===== src/verilog/huf_pkg.sv =====
`default_nettype none

package huf_pkg;

  // ========================================
  // Table geometry
  // ========================================
  localparam int NUM_SYMS    = 16;
  localparam int SYM_WIDTH   = 4;
  localparam int PTR_WIDTH   = 5;   // Must also hold NUM_SYMS itself
  localparam int FREQ_WIDTH  = 12;
  localparam int DEPTH_WIDTH = 5;
  localparam int RCNT_WIDTH  = 4;

  // ========================================
  // Work table rows
  // ========================================
  // A leaf carries its symbol code in index, a node the row where it was made
  typedef struct packed {
    logic                  is_node;
    logic [PTR_WIDTH-1:0]  index;
    logic [FREQ_WIDTH-1:0] weight;
  } work_entry_t;

  typedef work_entry_t [NUM_SYMS-1:0] work_table_t;

  // Code length per symbol code
  typedef logic [NUM_SYMS-1:0][DEPTH_WIDTH-1:0] depth_vec_t;

endpackage

`default_nettype wire


===== src/verilog/huf_ifs.sv =====
`timescale 1ns/1ps
`default_nettype none

// Table handed from the load stage to the merge stage
interface huf_table_if;
  import huf_pkg::*;

  work_table_t          entries;       // Scaled for the current pass
  logic [PTR_WIDTH-1:0] start_row;
  logic                 zero_symbols;
  logic                 load;          // One cycle per captured start

  modport src (
    output entries,
    output start_row,
    output zero_symbols,
    output load
  );

  modport dst (
    input entries,
    input start_row,
    input zero_symbols,
    input load
  );
endinterface

// Merge results forward, depth status back
interface huf_merge_if;
  import huf_pkg::*;

  logic                   merge_valid;
  work_entry_t [1:0]      pair;        // The two children
  logic [PTR_WIDTH-1:0]   parent_row;
  logic                   clear;
  logic                   rebuild;     // Current depths break the limit
  logic                   fail;

  modport src (
    output merge_valid,
    output pair,
    output parent_row,
    output clear,
    input  rebuild,
    input  fail
  );

  modport dst (
    input  merge_valid,
    input  pair,
    input  parent_row,
    input  clear,
    output rebuild,
    output fail
  );
endinterface

`default_nettype wire


===== src/verilog/huf_load_decode.sv =====
`timescale 1ns/1ps
`default_nettype none

module huf_load_decode (
  input  logic                                                  clk,
  input  logic                                                  rst_n,
  input  logic                                                  start,
  input  logic                                                  busy,
  input  logic [huf_pkg::PTR_WIDTH-1:0]                         start_row,
  input  logic [huf_pkg::NUM_SYMS-1:0][huf_pkg::SYM_WIDTH-1:0]  sort_sym,
  input  logic [huf_pkg::NUM_SYMS-1:0][huf_pkg::FREQ_WIDTH-1:0] sort_freq,
  input  logic [huf_pkg::RCNT_WIDTH-1:0]                        rebuild_cnt,
  huf_table_if.src                                              tbl
);
  import huf_pkg::*;

  logic [NUM_SYMS-1:0][SYM_WIDTH-1:0]  sym_q;
  logic [NUM_SYMS-1:0][FREQ_WIDTH-1:0] freq_q;
  logic [PTR_WIDTH-1:0]                row_q;
  logic                                zero_q;
  logic                                load_q;
  logic [RCNT_WIDTH-1:0]               shift;

  always_ff @(posedge clk or negedge rst_n)
  begin
    if (!rst_n)
    begin
      load_q <= 1'b0;
      row_q  <= '0;
      zero_q <= 1'b0;
    end
    else
    begin
      load_q <= start && !busy;
      if (start && !busy)
      begin
        row_q  <= start_row;
        zero_q <= (start_row == PTR_WIDTH'(NUM_SYMS));
      end
    end
  end

  always_ff @(posedge clk)
  begin
    if (start && !busy)
    begin
      sym_q  <= sort_sym;
      freq_q <= sort_freq;
    end
  end

  // Count is still stale in the load cycle, a fresh table goes out unscaled
  assign shift = load_q ? '0 : rebuild_cnt;

  always_comb
  begin
    tbl.entries = '0;
    for (int i = 0; i < NUM_SYMS; i++)
    begin
      if (PTR_WIDTH'(i) >= row_q)
      begin
        tbl.entries[i].index  = PTR_WIDTH'(sym_q[i]);
        tbl.entries[i].weight = freq_q[i] >> shift;
        if (freq_q[i] != '0 && tbl.entries[i].weight == '0)
          tbl.entries[i].weight = FREQ_WIDTH'(1); // Floor
      end
    end
  end

  assign tbl.start_row    = row_q;
  assign tbl.zero_symbols = zero_q;
  assign tbl.load         = load_q;

endmodule

`default_nettype wire


===== src/verilog/huf_merge_execute.sv =====
`timescale 1ns/1ps
`default_nettype none

module huf_merge_execute (
  input  logic     clk,
  input  logic     rst_n,
  huf_table_if.dst tbl,
  huf_merge_if.src mrg,
  output logic     busy,
  output logic     done,
  output logic     rebuild_pulse
);
  import huf_pkg::*;

  typedef enum logic [2:0] {IDLE, BUILD, PIPE_WAIT, CHECK, REBUILD} state_t;

  state_t                   state;
  state_t                   state_nxt;
  work_table_t              work_q;
  work_table_t              work_nxt;
  work_entry_t [NUM_SYMS:0] work_ext;
  logic [NUM_SYMS:0]        below;
  logic [PTR_WIDTH-1:0]     row_ptr;
  logic [PTR_WIDTH-1:0]     row_ptr_inc;
  work_entry_t              child0;
  work_entry_t              child1;
  work_entry_t              parent;
  logic                     reload;
  logic                     merge_go;
  logic                     last_merge;

  // ========================================
  // Merge selection
  // ========================================
  // Extra empty row past the end stands in for a missing second child
  assign work_ext    = {work_entry_t'('0), work_q};
  assign row_ptr_inc = row_ptr + 1'b1;
  assign child0      = work_ext[row_ptr];
  assign child1      = work_ext[row_ptr_inc];
  assign last_merge  = (row_ptr >= PTR_WIDTH'(NUM_SYMS - 2));

  always_comb
  begin
    parent         = '0;
    parent.is_node = 1'b1;
    parent.index   = row_ptr;                        // Node id is its birth row
    parent.weight  = child0.weight + child1.weight;
  end

  always_comb
  begin
    below = '0;
    for (int i = 0; i < NUM_SYMS; i++)
      below[i] = (work_q[i].weight <= parent.weight);
  end

  // Rows lighter or equal slide down one, the parent fills the gap
  always_comb
  begin
    work_nxt = work_q;
    for (int i = 0; i < NUM_SYMS; i++)
    begin
      if (PTR_WIDTH'(i) > row_ptr)
      begin
        if (below[i+1])
          work_nxt[i] = work_ext[i+1];
        else if (PTR_WIDTH'(i) == row_ptr_inc || below[i])
          work_nxt[i] = parent;
      end
    end
  end

  // ========================================
  // Control
  // ========================================
  always_comb
  begin
    state_nxt = state;
    case (state)
      IDLE:      if (tbl.load) state_nxt = BUILD;
      BUILD:
        if (tbl.zero_symbols)
          state_nxt = IDLE;
        else if (last_merge)
          state_nxt = PIPE_WAIT;
      PIPE_WAIT: state_nxt = mrg.fail ? IDLE : (mrg.rebuild ? REBUILD : CHECK);
      CHECK:     state_nxt = mrg.fail ? IDLE : (mrg.rebuild ? REBUILD : IDLE);
      REBUILD:   state_nxt = BUILD;
      default:   state_nxt = IDLE;
    endcase
  end

  assign reload   = ((state == IDLE) && tbl.load) || (state == REBUILD);
  assign merge_go = (state == BUILD) && !tbl.zero_symbols;

  always_ff @(posedge clk or negedge rst_n)
  begin
    if (!rst_n)
    begin
      state   <= IDLE;
      row_ptr <= '0;
    end
    else
    begin
      state <= state_nxt;
      if (reload)
        row_ptr <= tbl.start_row;
      else if (merge_go)
        row_ptr <= row_ptr_inc;
    end
  end

  always_ff @(posedge clk)
  begin
    if (reload)
      work_q <= tbl.entries;
    else if (merge_go)
      work_q <= work_nxt;
  end

  assign busy            = (state != IDLE) || tbl.load;
  assign done            = (state != IDLE) && (state_nxt == IDLE);
  assign rebuild_pulse   = (state == REBUILD);

  assign mrg.merge_valid = merge_go;
  assign mrg.pair        = {child1, child0};
  assign mrg.parent_row  = row_ptr;
  assign mrg.clear       = reload;

endmodule

`default_nettype wire


===== src/verilog/huf_depth_result.sv =====
`timescale 1ns/1ps
`default_nettype none

module huf_depth_result (
  input  logic                             clk,
  input  logic                             rst_n,
  huf_merge_if.dst                         mrg,
  input  logic [huf_pkg::DEPTH_WIDTH-1:0]  max_code_length,
  input  logic [huf_pkg::RCNT_WIDTH-1:0]   max_rebuild_limit,
  output logic [huf_pkg::RCNT_WIDTH-1:0]   rebuild_cnt,
  output huf_pkg::depth_vec_t              sym_depth,
  output logic                             build_error
);
  import huf_pkg::*;

  logic                                valid_q;
  work_entry_t [1:0]                   pair_q;
  logic [PTR_WIDTH-1:0]                parent_q;
  logic [NUM_SYMS-1:0]                 node_val, node_val_c;
  logic [NUM_SYMS-1:0][PTR_WIDTH-1:0]  node_id, node_id_c;
  depth_vec_t                          depth_c;
  logic                                too_long;
  logic                                rebuild_q;
  logic                                fail_q;
  logic                                load_clear;

  // Second stage of the merge, one behind the selection
  always_ff @(posedge clk or negedge rst_n)
  begin
    if (!rst_n)
      valid_q <= 1'b0;
    else
      valid_q <= mrg.merge_valid;
  end

  always_ff @(posedge clk)
  begin
    pair_q   <= mrg.pair;
    parent_q <= mrg.parent_row;
  end

  // ========================================
  // Node table and depth update
  // ========================================
  always_comb
  begin
    node_val_c = node_val;
    node_id_c  = node_id;
    depth_c    = sym_depth;
    if (mrg.clear)
    begin
      node_val_c = '0;
      depth_c    = '0;
    end
    else if (valid_q)
    begin
      for (int j = 0; j < 2; j++)
      begin
        for (int s = 0; s < NUM_SYMS; s++)
        begin
          if (!pair_q[j].is_node && pair_q[j].weight != '0 &&
              pair_q[j].index == PTR_WIDTH'(s))
          begin
            node_val_c[s] = 1'b1;       // Leaf joins its first node
            node_id_c[s]  = parent_q;
            depth_c[s]    = DEPTH_WIDTH'(1);
          end
          else if (pair_q[j].is_node && node_val[s] && node_id[s] == pair_q[j].index)
          begin
            node_id_c[s] = parent_q;
            depth_c[s]   = sym_depth[s] + 1'b1;
          end
        end
      end
    end
  end

  always_comb
  begin
    too_long = 1'b0;
    for (int s = 0; s < NUM_SYMS; s++)
      if (depth_c[s] > max_code_length)
        too_long = 1'b1;
  end

  // ========================================
  // Rebuild count
  // ========================================
  // Only a REBUILD clear sees rebuild high without fail
  assign load_clear = mrg.clear && !(rebuild_q && !fail_q);

  always_ff @(posedge clk or negedge rst_n)
  begin
    if (!rst_n)
    begin
      node_val    <= '0;
      sym_depth   <= '0;
      rebuild_q   <= 1'b0;
      fail_q      <= 1'b0;
      rebuild_cnt <= '0;
    end
    else
    begin
      node_val  <= node_val_c;
      sym_depth <= depth_c;
      if (mrg.clear)
        rebuild_q <= 1'b0;
      else if (valid_q)                   // Status moves only with an applied merge
        rebuild_q <= too_long;
      if (load_clear)
      begin
        rebuild_cnt <= '0;
        fail_q      <= 1'b0;
      end
      else if (valid_q && too_long && !rebuild_q)    // First violation of this pass
      begin
        if (rebuild_cnt > max_rebuild_limit)
          fail_q <= 1'b1;
        else
          rebuild_cnt <= rebuild_cnt + 1'b1;
      end
    end
  end

  always_ff @(posedge clk)
  begin
    node_id <= node_id_c;
  end

  assign mrg.rebuild = rebuild_q;
  assign mrg.fail    = fail_q;
  assign build_error = fail_q;

endmodule

`default_nettype wire


===== src/verilog/huf_tree_top.sv =====
`timescale 1ns/1ps
`default_nettype none

module huf_tree_top (
  input  logic                                                  clk,
  input  logic                                                  rst_n,
  input  logic                                                  start,
  input  logic [huf_pkg::PTR_WIDTH-1:0]                         start_row,
  input  logic [huf_pkg::NUM_SYMS-1:0][huf_pkg::SYM_WIDTH-1:0]  sort_sym,
  input  logic [huf_pkg::NUM_SYMS-1:0][huf_pkg::FREQ_WIDTH-1:0] sort_freq,
  input  logic [huf_pkg::DEPTH_WIDTH-1:0]                       max_code_length,
  input  logic [huf_pkg::RCNT_WIDTH-1:0]                        max_rebuild_limit,
  output logic                                                  busy,
  output logic                                                  done,
  output logic                                                  rebuild_pulse,
  output logic                                                  zero_symbols,
  output logic                                                  build_error,
  output huf_pkg::depth_vec_t                                   sym_depth
);
  import huf_pkg::*;

  huf_table_if tbl_if ();
  huf_merge_if mrg_if ();

  logic [RCNT_WIDTH-1:0] rebuild_cnt;

  huf_load_decode u_load (
    .clk         (clk),
    .rst_n       (rst_n),
    .start       (start),
    .busy        (busy),
    .start_row   (start_row),
    .sort_sym    (sort_sym),
    .sort_freq   (sort_freq),
    .rebuild_cnt (rebuild_cnt),
    .tbl         (tbl_if.src)
  );

  huf_merge_execute u_merge (
    .clk           (clk),
    .rst_n         (rst_n),
    .tbl           (tbl_if.dst),
    .mrg           (mrg_if.src),
    .busy          (busy),
    .done          (done),
    .rebuild_pulse (rebuild_pulse)
  );

  huf_depth_result u_depth (
    .clk               (clk),
    .rst_n             (rst_n),
    .mrg               (mrg_if.dst),
    .max_code_length   (max_code_length),
    .max_rebuild_limit (max_rebuild_limit),
    .rebuild_cnt       (rebuild_cnt),
    .sym_depth         (sym_depth),
    .build_error       (build_error)
  );

  assign zero_symbols = tbl_if.zero_symbols;  // Held from load until next start

endmodule

`default_nettype wire


===== config.mk =====
export PLATFORM = sky130hd
export DESIGN_NAME = huf_tree_top
export DESIGN_NICKNAME = d
export VERILOG_FILES = /design/src/verilog/huf_pkg.sv /design/src/verilog/huf_ifs.sv /design/src/verilog/huf_load_decode.sv /design/src/verilog/huf_merge_execute.sv /design/src/verilog/huf_depth_result.sv /design/src/verilog/huf_tree_top.sv
export SDC_FILE = /design/constraint.sdc
export NUM_CORES = 2
export LEC_CHECK = 0
export BUFFER_PORTS_ARGS = -buffer_cell sky130_fd_sc_hd__clkbuf_2
export CORE_UTILIZATION = 50
export CTS_BUF_LIST = sky130_fd_sc_hd__clkbuf_4 sky130_fd_sc_hd__clkbuf_8
export CTS_CLUSTER_SIZE = 10
export DETAILED_ROUTE_END_ITERATION = 12
export PLACE_DENSITY_LB_ADDON = 0.3
export SLEW_MARGIN = 40
export SYNTH_ARGS = -nofsm -noshare
export SYNTH_HDL_FRONTEND = slang
export SYNTH_SLANG_ARGS = --single-unit

===== constraint.sdc =====
create_clock -name clk -period 10.45 [get_ports clk]
set_input_delay 1.5675 -clock clk [delete_from_list [all_inputs] [get_ports clk]]
set_output_delay 1.5675 -clock clk [all_outputs]
set_load 0.02 [all_outputs]

* Yosys cells after proc, flatten, opt, wreduce, memory -nomap -nowiden
Index checks and enable logic that the tools add are counted.
Operators by class: add/sub/neg operators 19, multiply operators 0, div/mod/pow operators 0, $lt $le $gt $ge 68, equality and inequality tests 83, shifts and indexed selects 16, multiplexer cells 284, bitwise logic cells 1, reductions and logical operators 336
Operators with widths (count):
- $mux 18 | 47
- $mux 5 | 130
- $mux 287 | 2
- $mux 16 | 18
- $reduce_bool 12->1 | 18
- $le 12x12->1 | 16
- $logic_not 12->1 | 16
- $mux 12 | 16
- $shr 12x4->12 | 16
- $bmux 18 s5 | 2
- $eq 5x5->1 | 32
- $mux 80 | 2
- $reduce_and 3->1 | 48
- $logic_and 1x1->1 | 122
- $reduce_bool 3->1 | 32
- $add 5x1->5 const B | 17
- $eq 5x4->1 const B | 16
- $gt 5x5->1 | 16
- $reduce_bool 2->1 | 36
- $reduce_bool 4->1 | 16
- $mux 1 | 53
- $eq 4x5->1 const A | 8
- $eq 5x3->1 const B | 8
- $ge 4x5->1 const A | 8
- 32 further kinds | 112
Storage, ports and cells: bits in registers 783, latch bits 0, bits in writable memories 0, memory bits (read-only) 0, input port bits 273, word-level logic and storage cells 951, memories 0

* Longest topological paths before layout
depth in word-level cells 29, gate-level depth with buffers 31, gate-level depth less buffers 25

* Hierarchy
A second synthesis with hierarchy kept.
Unflattened totals: cells, all modules 5543, area total of the unflattened synthesis 57388.8 um^2
Modules (own cells, without submodules):
- huf_merge_execute | times used 1, cells an instance 2299, area each 24608.6 um^2, sequential area each 8848.5 um^2
- huf_load_decode | times used 1, cells an instance 1893, area each 19337.3 um^2, sequential area each 7862.5 um^2
- huf_depth_result | times used 1, cells an instance 1351, area each 13442.9 um^2, sequential area each 5800.6 um^2

* Worst setup path before layout
Ideal clock, no wire load.
path type register to register, from register u_merge.row_ptr[1], in the netlist u_merge.mrg.parent_row[1], to register u_merge.work_q (netlist bit u_merge.work_ext[108]), enable pin, data arrival time 8244 ps, setup slack 1792 ps, cell stages (with the launch flop) 27, buffers on the path 6, period minus slack after synthesis 8658 ps, cell sequence dfrtp_1 clkbuf_1 inv_1 clkbuf_1 ha_1 buf_4 buf_1 buf_1 mux4_2 mux2i_1 a211oi_1 ha_1 fa_1 a21o_1 a21boi_0 o21bai_1 xor2_1 clkinv_1 ha_1 a21oi_1 o21ai_0 o21a_1 o21ai_0 a211o_1 clkbuf_1 a311oi_1 o21ai_0
RTL lines:
- start: declaration | line huf_merge_execute.sv:23 | logic [PTR_WIDTH-1:0] row_ptr;
- start signal: assignment | line huf_merge_execute.sv:107 | row_ptr <= tbl.start_row;
- start signal: assignment | line huf_merge_execute.sv:109 | row_ptr <= row_ptr_inc;
- end signal: assignment | line huf_merge_execute.sv:116 | work_q <= tbl.entries;
- end signal: assignment | line huf_merge_execute.sv:118 | work_q <= work_nxt;
- end: declaration | line huf_merge_execute.sv:19 | work_table_t work_q;

==> flow_summary_export.csv <==
group,metric,value,unit
job,max_cap_violations,0,
run_status,status,"completed",
logic_synthesis,synth_area,52700,um^2
timing,slew_violations,0,
clock_network,postCtsSetupRepairBufs,0,
clock_network,cts_resized,0,
final_layout,final_cell_mix,"edfxtp_1 (608), nand2_1 (594), o21ai_0 (372), mux2i_1 (371), clkbuf_2 (356)",
logic_synthesis,syn_avg_cell_area,10.4,um^2
timing,max_freq,121,MHz
final_layout,fill_cells,8918,
grt,grt_max_degree,173,
logic_synthesis,synth_xor_xnor_area_share,2.96,%
logic_synthesis,synth_compound_area_share,14.0,%
grt,antenna_found_initial,5,
timing,slew_headroom,35.6,%
die,die_area,107000,um^2
placement,io_buffers,357,
logic_synthesis,ys_seq_area_share,42.4,%
clock_network,clock_latency,0.90,ns
grt,grt_pass1_wl,296000,um
die,start_util,50.7,%
route,drt_iter0_markers,6712,
logic_synthesis,synthMuxAreaShare,15.8,%
route,drt-pass1-iter-count,7,
setup_path,cp.arrival,8.71,ns
clock_network,ctsHoldBuffers,0,
die,io_pins,358,
logic_synthesis,netlist-cell-type-count,86,
logic_synthesis,synth_nets,5632,
grt,track_usage,37.4,%
grt,overflow,0,
clock_network,clkSinkCount,783,
logic_synthesis,synth_top_family_by_area,"multiplexers",
setup_path,end_kind,"flip-flop",
route,wl_per_cell,29.7,um
setup_path,reg2reg_setup_slack,2.22,ns
clock_network,cts_buffer_depth,3,
logic_synthesis,synth_edf_count,608,
logic_synthesis,synthAdderAreaFrac,7.38,%
placement,hpwl,149000,um
setup_path,crit_fanout,33,
logic_synthesis,yosys.area_share.simple,14.1,%
logic_synthesis,synthArstFlopShare,15.1,%
timing,min_period,8.23,ns
final_layout,final_nets,5931,
route,num_vias,46600,
logic_synthesis,ys.flop_type,"edfxtp_1",
logic_synthesis,yosys_warnings,0,
die,die_width,327,um
min_path,min_path_type,"reg -> reg",
timing,setup_tns,0,ns
die,fp.dieH,327,um
route,drc,0,
clock_network,numCtsBuffers,141,
die,core_area,104000,um^2
clock_network,root_buffer,"clkbuf_8",
clock_network,cts_tree,"built",
clock_network,cts.clk_slew.worst_paths,0.06,ns
grt,grt_pass1_vias,44600,
final_layout,drive_gt1_share,19.0,%
timing,rsz0062_at_grt,"no",
route,routed_via_density,6.80,
timing,finClkSkew,0.0598,ns
clock_network,htree_levels,4,
setup_path,startpoint_type,"flip-flop",
timing,period_share,78.8,%
final_layout,synthToLayoutAreaGrowth,12.3,%
logic_synthesis,synth_cells,5049,
die,rows,118,
final_layout,layout_commonest_cell,"edfxtp_1",
logic_synthesis,ys_ff_latch,783,
timing,finalHoldViolCount,0,
route,drt-total-wl,203000,um
setup_path,cp.required,10.93,ns
setup_path,critPathKind,"reg -> reg",
timing,setup-violations-final,0,
placement,place_congestion,1.06,
timing,worst_pin_slew,0.962,ns
route,drtAntennaViolNets,0,
kinds of logic (layout without fill, tap and decap cells):
family	count (synthesis)	in the layout
AO/OA/AOI/OAI	1215	1215
XOR/XNOR	178	178
adder cells (fa/ha/maj)	310	310
buffers and inverters	420	834
flip-flops	783	783
multiplexers	582	582
other	0	2
AND/OR/NAND/NOR	1561	1561
cells in the mapped netlist (11+ instances only):
library cell / count / area share [%]
nand3_1: 140 / 1.3
a311oi_1: 12 / 0.20
ha_1: 309 / 7.3
a21oi_1: 311 / 3.0
nand4b_1: 21 / 0.35
and2_1: 56 / 0.66
o32ai_1: 22 / 0.37
buf_1: 40 / 0.28
mux2i_1: 371 / 7.0
a21o_1: 52 / 0.74
or2_2: 23 / 0.27
o22ai_1: 109 / 1.3
nor2b_1: 60 / 0.71
xor2_1: 71 / 1.2
a22oi_1: 33 / 0.47
dfxtp_1: 57 / 2.2
edfxtp_1: 608 / 35
and3_1: 34 / 0.40
mux2_2: 11 / 0.24
nor2_1: 300 / 2.1
nor3_1: 58 / 0.55
o211ai_1: 21 / 0.30
a211oi_1: 63 / 0.90
a31oi_1: 45 / 0.53
xnor2_1: 107 / 1.8
o2bb2ai_1: 11 / 0.18
nand2_1: 599 / 4.3
o21ai_0: 378 / 3.6
or4_1: 17 / 0.24
o221ai_1: 15 / 0.25
a32oi_1: 14 / 0.23
dfrtp_1: 118 / 5.6
nor4_1: 96 / 1.1
o21a_1: 30 / 0.43
mux4_2: 199 / 8.5
inv_1: 73 / 0.52
nand4_1: 91 / 1.1
clkbuf_1: 208 / 1.5
o21ai_1: 12 / 0.11
buf_4: 16 / 0.23
buf_2: 63 / 0.60
or3_1: 18 / 0.21
nand2b_1: 20 / 0.24
path summary, 6_finish.rpt:
path                                            from                     to  cells past startpoint
max reg2reg                u_merge.mrg.parent_row[0]  u_merge.work_ext[262]                     24
min in group asynchronous                      rst_n  u_depth.sym_depth[68]                      1
max                        u_merge.mrg.parent_row[0]  u_merge.work_ext[262]                     24
max in group asynchronous                      rst_n  u_depth.sym_depth[41]                      2
min reg2reg                    u_merge.work_ext[287]  u_merge.work_ext[287]                      2
min                            u_merge.work_ext[287]  u_merge.work_ext[287]                      2
per-layer routing:
layer  global-route usage [%]  share of wire, %
met1                     47.4                36
met2                     57.0                44
met3                     9.23                12
met4                     24.8               7.9
met5                        0                 0
worst max-delay path, stage by stage (launching register included):
cell and delay (ns):
dfrtp_4 0.43, clkinv_1 0.07, buf_4 0.21, ha_4 0.68, buf_4 0.39, mux4_2 0.54, a211oi_1 0.25, a211oi_1 0.11
ha_2 0.22, fa_1 0.42, a21o_1 0.22, a21oi_1 0.25, xnor2_2 0.15, buf_4 0.28, clkinv_1 0.79, ha_1 0.52
a21o_1 0.18, a21o_1 0.16, a21oi_1 0.16, nor2_1 0.05, a2111oi_0 0.51, nor2_2 0.15, buf_4 0.29, a31oi_1 0.20
or2_2 0.51
flip-flops by register name, summed over array words and instances, names as in the netlist, 3 cells and up:
register and count:
u_depth.sym_depth 80, u_depth.parent_q 5, u_depth.rebuild_cnt 4, u_load.sym_q 64
u_depth.pair_q 36, u_merge.work_ext 288, u_depth.node_val 16, u_load.freq_q 192
u_merge.state 3, u_merge.mrg.parent_row 5, u_load.tbl.start_row 5, u_depth.node_id 80
stage by stage:
step	utilization (%)	hold WS (ns)	cell area (um^2)	instances	setup slack [ns]
2_1_floorplan	-	0.345	52700	5049	1.79
3_3_place_gp	53.9	0.476	56000	6582	2.34
3_5_place_dp	54.0	0.484	56100	6583	2.19
4_1_cts	56.8	0.493	59100	6841	2.17
5_1_grt	56.9	0.509	59200	6844	1.97
6_report	56.9	0.506	59200	6845	2.22
final cells by class:
cell class | instances | area (um^2) | area share [%]
well taps | 1380 | 1730 | 2.92
repair buffers | 491 | 2900 | 4.89
clock buffers | 190 | 2360 | 4.00
multi-input cells | 3846 | 28900 | 48.8
diodes | 2 | 5.00 | 0.00846
inverters | 85 | 328 | 0.554
flip-flops and latches | 783 | 22400 | 37.8
clock inverters | 68 | 611 | 1.03
Power is not shown: default switching activity piles up to over one toggle a cycle in this logic, so the estimate is an artifact.
